File: config.mk
export PLATFORM = sky130hd
export DESIGN_NAME = fpu_top
export DESIGN_NICKNAME = d
export VERILOG_FILES = /design/src/source/fpu_cfg_pkg.sv /design/src/source/fpu_types_pkg.sv /design/src/source/fpu_result_if.sv /design/src/source/fpu_mul.sv /design/src/source/fpu_noncomp.sv /design/src/source/fpu_result_arbiter.sv /design/src/source/fpu_top.sv
export SDC_FILE = /design/constraint.sdc
export NUM_CORES = 1
export LEC_CHECK = 0
export ABC_CLOCK_PERIOD_IN_PS = 5690
export BUFFER_PORTS_ARGS = -buffer_cell sky130_fd_sc_hd__buf_2
export CAP_MARGIN = 40
export CORE_ASPECT_RATIO = 1.4
export CORE_UTILIZATION = 33
export DETAILED_ROUTE_END_ITERATION = 7
export PLACE_DENSITY_LB_ADDON = 0.15
export SETUP_SLACK_MARGIN = 0.1
export SYNTH_ARGS = -nofsm -noshare
export SYNTH_HDL_FRONTEND = slang
export SYNTH_SLANG_ARGS = --single-unit
File: constraint.sdc
create_clock -name clk_i -period 5.69 [get_ports clk_i]
set_input_delay 0.8535 -clock clk_i [delete_from_list [all_inputs] [get_ports clk_i]]
set_output_delay 0.8535 -clock clk_i [all_outputs]
set_load 0.03 [all_outputs]
File: src/source/fpu_cfg_pkg.sv
// ---------------------------------------------------------------------
// FPU configuration package
// Sizes and fixed encodings shared by the FP16 unit
// ---------------------------------------------------------------------

package fpu_cfg_pkg;

  // Operation groups behind the result arbiter
  localparam int unsigned NUM_OPGROUPS = 2;

  // Request identifier width
  localparam int unsigned TAG_WIDTH = 4;

  // Quiet NaN returned by every NaN-producing operation
  localparam logic [15:0] CANON_NAN = 16'h7E00;

  // Largest finite FP16 magnitude, used on overflow
  localparam logic [15:0] FP_MAX_FINITE = 16'h7BFF;

endpackage

File: src/source/fpu_types_pkg.sv
// ---------------------------------------------------------------------
// FPU types package
// FP16 field widths, data types and operation encodings
// ---------------------------------------------------------------------

package fpu_types_pkg;

  import fpu_cfg_pkg::*;

  // FP16 field layout
  localparam int unsigned EXP_WIDTH = 5;
  localparam int unsigned MAN_WIDTH = 10;
  localparam int unsigned EXP_BIAS  = 15;

  // Sign, exponent and mantissa packed as in memory
  typedef logic [EXP_WIDTH+MAN_WIDTH:0] fp16_t;

  typedef logic [TAG_WIDTH-1:0] tag_t;

  // Flags as {invalid, div-by-zero, overflow, underflow, inexact}
  typedef logic [4:0] status_t;

  typedef enum logic [3:0] {
    OP_MUL,
    OP_MIN,
    OP_MAX,
    OP_SGNJ,
    OP_SGNJN,
    OP_SGNJX,
    OP_FEQ,
    OP_FLT,
    OP_FLE,
    OP_CLASS
  } fpu_op_e;

  typedef enum logic {
    GRP_NONCOMP = 1'b0,
    GRP_MUL     = 1'b1
  } opgroup_e;

endpackage

File: src/source/fpu_result_if.sv
// ---------------------------------------------------------------------
// FPU result stream
// One operation group's result channel towards the arbiter
// ---------------------------------------------------------------------

`timescale 1ns/1ps

interface fpu_result_if;

  import fpu_types_pkg::*;

  logic    valid;
  logic    ready;
  fp16_t   result;
  status_t status;
  tag_t    tag;

  // Payload holds steady while valid waits for ready
  modport group (output valid, result, status, tag, input ready);
  modport arb   (input valid, result, status, tag, output ready);

endinterface

File: src/source/fpu_mul.sv
// ---------------------------------------------------------------------
// FPU multiplier group
// Two-stage FP16 multiply, truncating, subnormals flushed to zero
// ---------------------------------------------------------------------

`timescale 1ns/1ps

module fpu_mul (
  input  logic                 clk_i,
  input  logic                 arst_n_i,
  input  fpu_types_pkg::fp16_t op_a_i,
  input  fpu_types_pkg::fp16_t op_b_i,
  input  fpu_types_pkg::tag_t  tag_i,
  input  logic                 in_valid_i,
  output logic                 in_ready_o,
  input  logic                 flush_i,
  fpu_result_if.group          res,
  output logic                 busy_o
);

  import fpu_cfg_pkg::*;
  import fpu_types_pkg::*;

  localparam int unsigned SB = EXP_WIDTH + MAN_WIDTH;
  localparam int unsigned PW = 2 * (MAN_WIDTH + 1);

  // Signed exponent with room for the sum and the bias
  typedef logic signed [EXP_WIDTH+1:0] sexp_t;
  typedef logic [PW-1:0]               prod_t;

  localparam sexp_t EXP_MAX = sexp_t'((1 << EXP_WIDTH) - 1);

  logic [EXP_WIDTH-1:0] ea, eb;
  logic [MAN_WIDTH-1:0] ma, mb;
  logic                 a_zero, b_zero, a_inf, b_inf, a_nan, b_nan;

  assign ea = op_a_i[MAN_WIDTH +: EXP_WIDTH];
  assign eb = op_b_i[MAN_WIDTH +: EXP_WIDTH];
  assign ma = op_a_i[MAN_WIDTH-1:0];
  assign mb = op_b_i[MAN_WIDTH-1:0];

  // Zero exponent covers subnormals too
  assign a_zero = (ea == '0);
  assign b_zero = (eb == '0);
  assign a_inf  = (&ea) & (ma == '0);
  assign b_inf  = (&eb) & (mb == '0);
  assign a_nan  = (&ea) & (ma != '0);
  assign b_nan  = (&eb) & (mb != '0);

  // ------------------------------------------------------------------
  // Handshake, each stage moves when the next is free or draining
  // ------------------------------------------------------------------
  logic v1_q, v2_q;
  logic s1_ready, s2_ready, accept, s1_move;

  assign s2_ready   = ~v2_q | res.ready;
  assign s1_ready   = ~v1_q | s2_ready;
  assign in_ready_o = ~flush_i & s1_ready;
  assign accept     = in_valid_i & in_ready_o;
  assign s1_move    = v1_q & s2_ready;
  assign busy_o     = v1_q | v2_q;

  always_ff @(posedge clk_i or negedge arst_n_i) begin
    if (!arst_n_i) begin
      v1_q <= 1'b0;
      v2_q <= 1'b0;
    end else if (flush_i) begin
      v1_q <= 1'b0;
      v2_q <= 1'b0;
    end else begin
      if (s1_ready) v1_q <= accept;
      if (s2_ready) v2_q <= s1_move;
    end
  end

  // ------------------------------------------------------------------
  // Stage 1: sign, exponent sum, mantissa product
  // ------------------------------------------------------------------
  logic  sign1_q, zero1_q, inf1_q, nan1_q, snan1_q;
  sexp_t exp1_q;
  prod_t prod1_q;
  tag_t  tag1_q;

  always_ff @(posedge clk_i) begin
    if (accept) begin
      sign1_q <= op_a_i[SB] ^ op_b_i[SB];
      exp1_q  <= sexp_t'(ea) + sexp_t'(eb) - sexp_t'(EXP_BIAS);
      prod1_q <= prod_t'({1'b1, ma}) * prod_t'({1'b1, mb});
      zero1_q <= a_zero | b_zero;
      inf1_q  <= a_inf | b_inf;
      nan1_q  <= a_nan | b_nan;
      snan1_q <= (a_nan & ~ma[MAN_WIDTH-1]) | (b_nan & ~mb[MAN_WIDTH-1]);
      tag1_q  <= tag_i;
    end
  end

  // ------------------------------------------------------------------
  // Stage 2: normalise, truncate, special cases
  // ------------------------------------------------------------------
  sexp_t                exp_n;
  logic [MAN_WIDTH-1:0] man_n;
  logic                 lost, inf_x_zero;
  fp16_t                res_d, result_q;
  status_t              st_d, status_q;
  tag_t                 tag_q;

  assign inf_x_zero = inf1_q & zero1_q;

  always_comb begin : normalise
    // Product in [1,4), a set top bit shifts one more place
    if (prod1_q[PW-1]) begin
      exp_n = exp1_q + sexp_t'(1);
      man_n = prod1_q[PW-2 -: MAN_WIDTH];
      lost  = |prod1_q[MAN_WIDTH:0];
    end else begin
      exp_n = exp1_q;
      man_n = prod1_q[PW-3 -: MAN_WIDTH];
      lost  = |prod1_q[MAN_WIDTH-1:0];
    end

    res_d = {sign1_q, exp_n[EXP_WIDTH-1:0], man_n};
    st_d  = {4'b0000, lost};
    if (nan1_q || inf_x_zero) begin
      res_d = CANON_NAN;
      st_d  = {snan1_q | inf_x_zero, 4'b0000};
    end else if (inf1_q) begin
      res_d = {sign1_q, {EXP_WIDTH{1'b1}}, {MAN_WIDTH{1'b0}}};
      st_d  = '0;
    end else if (zero1_q) begin
      res_d = {sign1_q, {SB{1'b0}}};
      st_d  = '0;
    end else if (exp_n >= EXP_MAX) begin
      // Truncation saturates at the largest finite value
      res_d = {sign1_q, FP_MAX_FINITE[SB-1:0]};
      st_d  = 5'b00101;
    end else if (exp_n < sexp_t'(1)) begin
      res_d = {sign1_q, {SB{1'b0}}};
      st_d  = 5'b00011;
    end
  end

  always_ff @(posedge clk_i) begin
    if (s1_move) begin
      result_q <= res_d;
      status_q <= st_d;
      tag_q    <= tag1_q;
    end
  end

  assign res.valid  = v2_q;
  assign res.result = result_q;
  assign res.status = status_q;
  assign res.tag    = tag_q;

endmodule

File: src/source/fpu_noncomp.sv
// ---------------------------------------------------------------------
// FPU non-computational group
// Min/max, sign injection, compares and classify in one cycle
// ---------------------------------------------------------------------

`timescale 1ns/1ps

module fpu_noncomp (
  input  logic                   clk_i,
  input  logic                   arst_n_i,
  input  fpu_types_pkg::fp16_t   op_a_i,
  input  fpu_types_pkg::fp16_t   op_b_i,
  input  fpu_types_pkg::fpu_op_e op_i,
  input  fpu_types_pkg::tag_t    tag_i,
  input  logic                   in_valid_i,
  output logic                   in_ready_o,
  input  logic                   flush_i,
  fpu_result_if.group            res
);

  import fpu_cfg_pkg::*;
  import fpu_types_pkg::*;

  // Sign bit position
  localparam int unsigned SB = EXP_WIDTH + MAN_WIDTH;

  // Class mask in classify bit order, sNaN at 8 and qNaN at 9
  function automatic logic [9:0] fp_class(input fp16_t v);
    logic [EXP_WIDTH-1:0] e;
    logic [MAN_WIDTH-1:0] m;
    logic [9:0]           cls;
    e   = v[MAN_WIDTH +: EXP_WIDTH];
    m   = v[MAN_WIDTH-1:0];
    cls = '0;
    if (&e) begin
      if (m == '0) cls[v[SB] ? 0 : 7] = 1'b1;
      else         cls[m[MAN_WIDTH-1] ? 9 : 8] = 1'b1;
    end else if (e == '0) begin
      if (m == '0) cls[v[SB] ? 3 : 4] = 1'b1;
      else         cls[v[SB] ? 2 : 5] = 1'b1;
    end else begin
      cls[v[SB] ? 1 : 6] = 1'b1;
    end
    return cls;
  endfunction

  logic [9:0] a_cls, b_cls;
  logic       a_nan, b_nan, any_snan;
  logic       both_zero, mag_lt, mag_eq, a_lt;
  logic       feq, flt, fle;
  fp16_t      res_d, result_q;
  status_t    st_d, status_q;
  tag_t       tag_q;
  logic       valid_q, accept;

  assign a_cls    = fp_class(op_a_i);
  assign b_cls    = fp_class(op_b_i);
  assign a_nan    = |a_cls[9:8];
  assign b_nan    = |b_cls[9:8];
  assign any_snan = a_cls[8] | b_cls[8];

  // Total order with -0 below +0, used by min and max
  assign mag_lt    = op_a_i[SB-1:0] < op_b_i[SB-1:0];
  assign mag_eq    = op_a_i[SB-1:0] == op_b_i[SB-1:0];
  assign a_lt      = (op_a_i[SB] != op_b_i[SB]) ? op_a_i[SB] :
                     (op_a_i[SB] ? ~(mag_lt | mag_eq) : mag_lt);
  assign both_zero = (a_cls[3] | a_cls[4]) & (b_cls[3] | b_cls[4]);

  // IEEE compares, signed zeros are equal
  assign feq = ~(a_nan | b_nan) & ((op_a_i == op_b_i) | both_zero);
  assign flt = ~(a_nan | b_nan) & a_lt & ~both_zero;
  assign fle = flt | feq;

  always_comb begin : compute
    res_d = '0;
    st_d  = '0;
    case (op_i)
      OP_MIN, OP_MAX: begin
        if (a_nan && b_nan)                 res_d = CANON_NAN;
        else if (a_nan)                     res_d = op_b_i;
        else if (b_nan)                     res_d = op_a_i;
        else if ((op_i == OP_MIN) == a_lt)  res_d = op_a_i;
        else                                res_d = op_b_i;
        st_d = {any_snan, 4'b0000};
      end
      OP_SGNJ:  res_d = {op_b_i[SB], op_a_i[SB-1:0]};
      OP_SGNJN: res_d = {~op_b_i[SB], op_a_i[SB-1:0]};
      OP_SGNJX: res_d = {op_a_i[SB] ^ op_b_i[SB], op_a_i[SB-1:0]};
      OP_FEQ: begin
        res_d = {{SB{1'b0}}, feq};
        st_d  = {any_snan, 4'b0000};
      end
      OP_FLT, OP_FLE: begin
        res_d = {{SB{1'b0}}, (op_i == OP_FLT) ? flt : fle};
        st_d  = {a_nan | b_nan, 4'b0000};
      end
      OP_CLASS: res_d = {{(SB-9){1'b0}}, a_cls};
      default:  res_d = '0;
    endcase
  end

  // ------------------------------------------------------------------
  // Output register
  // ------------------------------------------------------------------
  assign in_ready_o = ~flush_i & (~valid_q | res.ready);
  assign accept     = in_valid_i & in_ready_o;

  always_ff @(posedge clk_i or negedge arst_n_i) begin
    if (!arst_n_i) begin
      valid_q <= 1'b0;
    end else if (flush_i) begin
      valid_q <= 1'b0;
    end else if (accept) begin
      valid_q <= 1'b1;
    end else if (res.ready) begin
      valid_q <= 1'b0;
    end
  end

  always_ff @(posedge clk_i) begin
    if (accept) begin
      result_q <= res_d;
      status_q <= st_d;
      tag_q    <= tag_i;
    end
  end

  assign res.valid  = valid_q;
  assign res.result = result_q;
  assign res.status = status_q;
  assign res.tag    = tag_q;

endmodule

File: src/source/fpu_result_arbiter.sv
// ---------------------------------------------------------------------
// FPU result arbiter
// Round-robin merge of the group result streams onto one output
// ---------------------------------------------------------------------

`timescale 1ns/1ps

module fpu_result_arbiter (
  input  logic                  clk_i,
  input  logic                  arst_n_i,
  input  logic                  flush_i,
  fpu_result_if.arb             grp [fpu_cfg_pkg::NUM_OPGROUPS],
  output logic                  out_valid_o,
  input  logic                  out_ready_i,
  output fpu_types_pkg::fp16_t   result_o,
  output fpu_types_pkg::status_t status_o,
  output fpu_types_pkg::tag_t    tag_o
);

  import fpu_cfg_pkg::*;
  import fpu_types_pkg::*;

  localparam int unsigned PTR_W = (NUM_OPGROUPS > 1) ? $clog2(NUM_OPGROUPS) : 1;

  logic [NUM_OPGROUPS-1:0] req;
  fp16_t                   res_arr [NUM_OPGROUPS];
  status_t                 st_arr  [NUM_OPGROUPS];
  tag_t                    tag_arr [NUM_OPGROUPS];
  logic [PTR_W-1:0]        ptr_q, sel;

  for (genvar g = 0; g < int'(NUM_OPGROUPS); g++) begin : gen_unpack
    assign req[g]     = grp[g].valid;
    assign res_arr[g] = grp[g].result;
    assign st_arr[g]  = grp[g].status;
    assign tag_arr[g] = grp[g].tag;
    // Only the granted group sees the output ready
    assign grp[g].ready = out_ready_i & out_valid_o & (sel == PTR_W'(g));
  end

  // First requesting group at or after the pointer
  always_comb begin : grant
    int unsigned idx;
    logic        found;
    sel   = ptr_q;
    found = 1'b0;
    for (int unsigned i = 0; i < NUM_OPGROUPS; i++) begin
      idx = (int'(ptr_q) + i) % NUM_OPGROUPS;
      if (!found && req[idx]) begin
        found = 1'b1;
        sel   = PTR_W'(idx);
      end
    end
  end

  assign out_valid_o = |req;
  assign result_o    = res_arr[sel];
  assign status_o    = st_arr[sel];
  assign tag_o       = tag_arr[sel];

  // Priority moves past the group that just transferred
  // A stalled grant is kept so the output payload holds
  always_ff @(posedge clk_i or negedge arst_n_i) begin
    if (!arst_n_i) begin
      ptr_q <= '0;
    end else if (flush_i) begin
      ptr_q <= '0;
    end else if (out_valid_o && out_ready_i) begin
      ptr_q <= (sel == PTR_W'(NUM_OPGROUPS - 1)) ? '0 : sel + PTR_W'(1);
    end else if (out_valid_o) begin
      ptr_q <= sel;
    end
  end

endmodule

File: src/source/fpu_top.sv
// ---------------------------------------------------------------------
// FP16 floating-point unit
// Steers requests to the operation groups and merges their results
// ---------------------------------------------------------------------

`timescale 1ns/1ps

module fpu_top (
  input  logic                         clk_i,
  input  logic                         arst_n_i,
  // Request
  input  fpu_types_pkg::fp16_t [1:0]   operands_i,
  input  fpu_types_pkg::fpu_op_e       op_i,
  input  fpu_types_pkg::tag_t          tag_i,
  input  logic                         in_valid_i,
  output logic                         in_ready_o,
  input  logic                         flush_i,
  // Result
  output fpu_types_pkg::fp16_t         result_o,
  output fpu_types_pkg::status_t       status_o,
  output fpu_types_pkg::tag_t          tag_o,
  output logic                         out_valid_o,
  input  logic                         out_ready_i,
  // Anything in flight
  output logic                         busy_o
);

  import fpu_cfg_pkg::*;
  import fpu_types_pkg::*;

  localparam int unsigned IDX_NC  = GRP_NONCOMP;
  localparam int unsigned IDX_MUL = GRP_MUL;

  opgroup_e                grp;
  logic [NUM_OPGROUPS-1:0] grp_in_valid, grp_in_ready;
  logic                    mul_busy;

  fpu_result_if res_if [NUM_OPGROUPS] ();

  // ------------------------------------------------------------------
  // Input steering
  // ------------------------------------------------------------------
  assign grp = (op_i == OP_MUL) ? GRP_MUL : GRP_NONCOMP;

  for (genvar g = 0; g < int'(NUM_OPGROUPS); g++) begin : gen_steer
    assign grp_in_valid[g] = in_valid_i & (grp == opgroup_e'(g));
  end

  assign in_ready_o = in_valid_i & grp_in_ready[grp];

  // ------------------------------------------------------------------
  // Operation groups
  // ------------------------------------------------------------------
  fpu_noncomp u_noncomp (
    .clk_i      ( clk_i                ),
    .arst_n_i   ( arst_n_i             ),
    .op_a_i     ( operands_i[0]        ),
    .op_b_i     ( operands_i[1]        ),
    .op_i       ( op_i                 ),
    .tag_i      ( tag_i                ),
    .in_valid_i ( grp_in_valid[IDX_NC] ),
    .in_ready_o ( grp_in_ready[IDX_NC] ),
    .flush_i    ( flush_i              ),
    .res        ( res_if[IDX_NC]       )
  );

  fpu_mul u_mul (
    .clk_i      ( clk_i                 ),
    .arst_n_i   ( arst_n_i              ),
    .op_a_i     ( operands_i[0]         ),
    .op_b_i     ( operands_i[1]         ),
    .tag_i      ( tag_i                 ),
    .in_valid_i ( grp_in_valid[IDX_MUL] ),
    .in_ready_o ( grp_in_ready[IDX_MUL] ),
    .flush_i    ( flush_i               ),
    .res        ( res_if[IDX_MUL]       ),
    .busy_o     ( mul_busy              )
  );

  // Results may leave out of order, the tag identifies them
  fpu_result_arbiter u_arbiter (
    .clk_i       ( clk_i       ),
    .arst_n_i    ( arst_n_i    ),
    .flush_i     ( flush_i     ),
    .grp         ( res_if      ),
    .out_valid_o ( out_valid_o ),
    .out_ready_i ( out_ready_i ),
    .result_o    ( result_o    ),
    .status_o    ( status_o    ),
    .tag_o       ( tag_o       )
  );

  assign busy_o = mul_busy | res_if[IDX_NC].valid;

endmodule

Word-level counts from Yosys, hierarchy flattened
Cells that the tools add are included.
{ "totals": {"ff_bits": 92, "out_inout_bits": 28} }
{ "op_classes": {"reduce_logical": 39, "add_sub_neg": 5, "n_mux": 88, "eq_ne": 13, "bitwise": 53, "n_lt_le_gt_ge": 27, "mul": 1} }
{ "ops": {"columns": ["operator", "n"], "rows": [
  ["32-bit by 1-bit greater-or-equal comparator with 1-bit output, second input constant", 10],
  ["32-bit by 6-bit < comparator with 1-bit output, second input constant", 10],
  ["16-bit two-way mux", 7],
  ["16-bit case mux with 7 select lines", 1],
  ["10-bit two-way mux", 10],
  ["15-bit two-way mux", 3],
  ["1-bit demux with 4-bit select", 10],
  ["1-bit two-way mux", 36],
  ["5-bit two-way mux", 7],
  ["3-bit two-way mux", 8],
  ["1-bit bitwise AND", 22],
  ["11-bit by 11-bit multiplier with 22-bit output", 1],
  ["10-bit logical NOT", 2],
  ["10-bit nonzero test", 2],
  ["1-bit bitwise OR", 17],
  ["16-bit equality test", 1],
  ["4-bit by 3-bit equality test with 1-bit output, second input constant", 4],
  ["15-bit equality test", 1],
  ["15-bit < comparator", 1],
  ["1-bit logical AND", 13],
  ["4-bit two-way mux", 3],
  ["1-bit inverter", 12],
  ["2-bit OR reduction", 6],
  ["11-bit OR reduction", 1],
  ["other kinds (28)", 38]
]} }

Longest topological paths before layout
{ "depth": {"ltp_word": 16, "depth_mapped": 21, "ltp_nobuf": 21} }

Hierarchy
A second synthesis with hierarchy kept.
{ "hier_totals": {"cells_unflattened": 957, "hier_area_um2": 9334.0} }
{ "by_module_without_submodules": {"columns": ["mod", "n_inst", "seq_area_each_um2", "cells_each", "area_per_inst_um2"], "rows": [
  ["fpu_mul", 1, 1911.8, 712, 6964.2],
  ["fpu_noncomp", 1, 655.6, 200, 1900.6],
  ["fpu_result_arbiter", 1, 25.0, 38, 419.2],
  ["fpu_top", 1, 0.0, 7, 50.0]
]} }

Worst setup path after synthesis
OpenSTA, ideal clock, no wires.
{ "synth_timing": {"kind": "in2reg", "start": "input port operands_i[20] (netlist name)", "end": "register u_mul.prod1_q[21] (data pin)", "path_slack_ps": -197, "cell_stages": 21, "n_path_buf": 1, "arrival_ps": 5627, "t_required_ps": 5430, "path_cell_list": "clkbuf_1 nand2_1 fa_1 inv_1 fa_1 inv_1 fa_1 inv_1 fa_1 inv_1 fa_1 inv_1 ha_1 a21o_1 nand3_1 and3_1 a211oi_1 nor3_1 o41ai_1 a21oi_1 xnor2_1"} }
{ "synth_via": {"elab_chain_len": 1} }
{ "synth_lines": {"columns": ["item", "line", "source"], "rows": [
  ["start: declaration", "fpu_top.sv:12", "input fpu_types_pkg::fp16_t [1:0] operands_i,"],
  ["11-bit by 11-bit multiplier with 22-bit output", "fpu_mul.sv:88", "prod1_q <= prod_t'({1'b1, ma}) * prod_t'({1'b1, mb});"],
  ["end signal: assignment", "fpu_mul.sv:88", null],
  ["end: declaration", "fpu_mul.sv:81", "prod_t prod1_q;"]
]} }
No other way between the ends.
A chain may end at the register's enable or synchronous reset.

Final worst setup path
{ "layout_timing": {"start": "input port operands_i[2] (netlist name)", "end": "register u_mul.prod1_q[20] (data pin)"} }
The elaborated chain is that of the path after synthesis.

==> results_tabular.tex <==
\begin{tabular}{lr}
\hline
Metric & Value \\
\hline
\multicolumn{2}{l}{\textbf{Clock tree}} \\
Clk pin slew, worst setup/hold paths & 0.07 ns \\
\# resized after CTS & 0 \\
Buffer count from post-CTS setup fixing & 0 \\
Number of H-tree branching levels & 3 \\
Clock tree from TritonCTS & done \\
CTS buffer count & 9 \\
Insertion delay to the later sink of the worst-skew pair & 0.34 ns \\
Buffer type at the clock tree root & clkbuf\_16 \\
Worst-case clock buffer depth & 2 \\
Number of buffers inserted by hold repair at cts & 0 \\
Clock sink count & 87 \\
\multicolumn{2}{l}{\textbf{Detailed routing}} \\
Max Used Layer & met4 \\
Drt wl/cell & 16.5 um \\
Via-per-instance ratio & 4.84 \\
Number of DRC markers in iteration 0 & 313 \\
Initial DRT Pass Iterations & 4 \\
Post-Route M1 WL & 9870 um \\
Met2 WL post-DR & 11300 um \\
Number of design rule violations left after detail routing & 0 \\
Sum of routed wire length over all layers & 22500 um \\
Total via count after detailed routing & 6579 \\
DRT antenna net count & 0 \\
Detailed route wirelength on metal3 & 612 um \\
\multicolumn{2}{l}{\textbf{Pwr}} \\
Static power due to leakage & 4.84 nW \\
Largest voltage drop on the vdd net & 248 uV \\
P per Cell Area & 378 nW/um\^{}2 \\
\multicolumn{2}{l}{\textbf{GRT}} \\
Global Route Usage Sum & 17.2\% \\
Initial antenna violation count & 0 \\
Maximum number of pins on one net before global-route repair & 27 \\
Via count of the first global-routing pass & 6840 \\
Global route overflow & 0 \\
Wire length of the first global-routing pass & 36200 um \\
\multicolumn{2}{l}{\textbf{Setup path}} \\
Critical path required time & 5.78 ns \\
Setup Crit Path Kind & in2reg \\
Slowest stage delay, CP & 0.56 ns \\
Endpoint class of the critical path & flop \\
WP data arrival & 5.48 ns \\
Maximum net fanout on the critical path & 5 \\
Crit start category & primary input \\
Worst-path cell with the longest stage delay & fa\_1 \\
Critical Path, Cell by Cell & buf\_2 -> inv\_4 -> buf\_4 -> fa\_1 -> inv\_1 -> fa\_1 -> fa\_1 -> fa\_1 -> inv\_1 -> fa\_1 -> inv\_1 -> ha\_1 -> or2\_2 -> o31a\_1 -> a31oi\_1 -> a211oi\_1 -> o21ai\_1 -> nand2\_1 -> xor2\_1 \\
Most common cell type on the critical path & fa\_1 \\
\multicolumn{2}{l}{\textbf{Timing}} \\
Final period utilization & 94.7\% \\
Post-Route Setup TNS & 0 ns \\
Minimum period implied by the final worst setup slack & 5.39 ns \\
Worst-Margin Slew & 0.577 ns \\
Rel. slew slack & 61.5\% \\
Slew Viols, Final & 0 \\
Fmax & 186 MHz \\
Final Hold Vio Count & 0 \\
Setup repair after global routing missed its margin & no \\
Clk\_skew & 0.0102 ns \\
Number of failing setup endpoints in the final timing report & 0 \\
\multicolumn{2}{l}{\textbf{Synth}} \\
Number of flops mapped to enable cells by yosys & 83 \\
Yosys warning count & 0 \\
Mean instance size in the synthesized netlist & 9.86 um\^{}2 \\
Synthesized net count & 1115 \\
Top cell type by total area after synthesis & edfxtp\_1 \\
Area share of the largest cell type after synthesis & 28.2\% \\
FFs w/ async S/R, synth & 4.60\% \\
Number of distinct library cells after synthesis & 62 \\
Leading post-synthesis cells by instance count & inv\_1, ha\_1, edfxtp\_1 \\
Seq/Total Area, Yosys & 29.3\% \\
Most frequent cell after synthesis & inv\_1 \\
Cells after synthesis & 897 \\
Yosys reg bits & 87 \\
Cell Area, Synth & 8840 um\^{}2 \\
Most area-consuming cells after synthesis & edfxtp\_1, fa\_1, ha\_1 \\
Leading register cell type out of synthesis & edfxtp\_1 \\
\multicolumn{2}{l}{\textbf{Finish}} \\
Ratio of cells with drive above 1 in the final layout & 22.2\% \\
Area growth from synthesis to final layout & 19.3\% \\
\# fillers & 2627 \\
Final antenna diode count & 0 \\
Number of nets in the layout & 1249 \\
Share of the core filled with cells & 40.3\% \\
Area taken by flip-flops and latches & 2590 um\^{}2 \\
Multi-input logic area & 5660 um\^{}2 \\
\multicolumn{2}{l}{\textbf{Placed design}} \\
Final estimated routing congestion in global placement & 0.868 \\
Post-DP HPWL & 19200 um \\
Buffers on Ports & 71 \\
\multicolumn{2}{l}{\textbf{Floorplanning}} \\
Core region area & 26200 um\^{}2 \\
Die Footprint & 27500 um\^{}2 \\
Overall die height & 196 um \\
Starting density of the core & 33.8\% \\
Number of rows created at floorplan & 70 \\
Width of the chip & 140 um \\
Number of I/O pins & 73 \\
\multicolumn{2}{l}{\textbf{Min path}} \\
Worst min-delay path class & in2async \\
\multicolumn{2}{l}{\textbf{Job}} \\
Maximum Capacitance Violations & 0 \\
\multicolumn{2}{l}{\textbf{Run status}} \\
Run status & complete, no violations \\
\hline
\end{tabular}
## area by class of cell
| cell class | instances | area share, % |
|---|---|---|
| Multi-Input combinational cell | 629 | 53.7 |
| Timing Repair Buffer | 159 | 9.85 |
| Clock inverter | 7 | 0.736 |
| Clock buffer | 9 | 2.14 |
| Sequential cell | 87 | 24.6 |
| Tap cell | 324 | 3.84 |
| Inverter | 145 | 5.18 |
## per-stage QoR
stage | area (um^2) | std cells | setup WS, ns | power (mW) | hold WS, ns
finish | 10500 | 1360 | 0.303 | 3.99 | 0.303
global route | 10500 | 1360 | 0.0650 | 4.36 | 0.295
CTS | 10500 | 1359 | 0.153 | 3.88 | 0.293
detailed placement | 10200 | 1343 | -0.213 | 3.27 | 0.406
global placement | 10100 | 1341 | -0.183 | 3.27 | 0.400
floorplan | 8930 | 897 | 0.0933 | 2.51 | 0.400
## per-layer routing
layer | GRT usage, % | vias up
li1 | - | 3282
met1 | 21.1 | 3153
met2 | 31.0 | 117
met3 | 1.61 | 27
met4 | 6.67 | 0
met5 | 0 | -
## sequential cells by signal (all words and copies together), names as in the netlist, 4 cells and up
register              count
u_noncomp.res.result     16
u_mul.exp1_q              7
u_mul.res.result         16
u_noncomp.res.tag         4
u_mul.tag1_q              4
u_mul.res.tag             4
u_mul.res.status          4
u_mul.prod1_q            22
## worst paths after layout
path / startpoint / to / slack [ns] / cells after the start
hold reg to reg: u_mul.tag1_q[1] / u_mul.res.tag[1] / 0.42 / 0
hold / removal: arst_n_i / u_arbiter.ptr_q / 0.30 / 1
setup reg to reg: u_mul.res.valid / u_mul.prod1_q[10] / 3.02 / 9
setup / recovery: operands_i[2] / u_mul.prod1_q[20] / 0.30 / 19
max in group asynchronous: arst_n_i / u_noncomp.res.valid / 5.27 / 1
min in group clk_i: u_mul.tag1_q[1] / u_mul.res.tag[1] / 0.42 / 0
## kinds of logic (layout without fill, tap and decap cells)
family,count (synthesis),in the layout,share of synthesized area (%)
flip-flops,87,87,29.3
multiplexers,34,34,4.15
other,1,1,0.0424
adder cells (fa/ha/maj),173,173,31.4
AO/OA/AOI/OAI,125,125,9.80
XOR/XNOR,33,33,3.27
buffers and inverters,181,320,7.88
AND/OR/NAND/NOR,263,263,14.2
## worst max-delay path, delay by kind of cell
kind                       cells  cell delay (ns)
and+or+nand+nor                2             0.40
buffers and inverters          6             0.53
xor gates and xnor gates       1             0.13
adders and majority gates      6             2.90
AOI/OAI and AO/OA              4             0.65
## where the power goes
| group | internal, mW | total [mW] | switching [mW] |
|---|---|---|---|
| Sequential | 0.831 | 0.839 | 0.00782 |
| Combinational | 1.27 | 2.56 | 1.30 |
| Clock | 0.344 | 0.590 | 0.245 |
## placed cells by master (no fill, tap or decap), drive strengths merged, types with 6 or more instances in the layout
| cell | Yosys | layout |
|---|---|---|
| a211oi | 8 | 8 |
| nand4 | 9 | 9 |
| a22o | 6 | 6 |
| nand3 | 20 | 20 |
| inv | 144 | 147 |
| fa | 81 | 81 |
| a221o | 9 | 9 |
| nor3 | 12 | 12 |
| buf | 5 | 157 |
| mux2i | 13 | 13 |
| nand2b | 9 | 9 |
| and3 | 7 | 7 |
| xor2 | 11 | 11 |
| nand2 | 78 | 78 |
| o21ai | 29 | 29 |
| nor4 | 7 | 7 |
| and2 | 29 | 29 |
| ha | 92 | 92 |
| nor2 | 69 | 69 |
| clkbuf | 31 | 11 |
| mux2 | 21 | 21 |
| a21oi | 32 | 32 |
| edfxtp | 83 | 83 |
| xnor2 | 22 | 22 |
No activity file was read; power rests on OpenSTA's default activity.
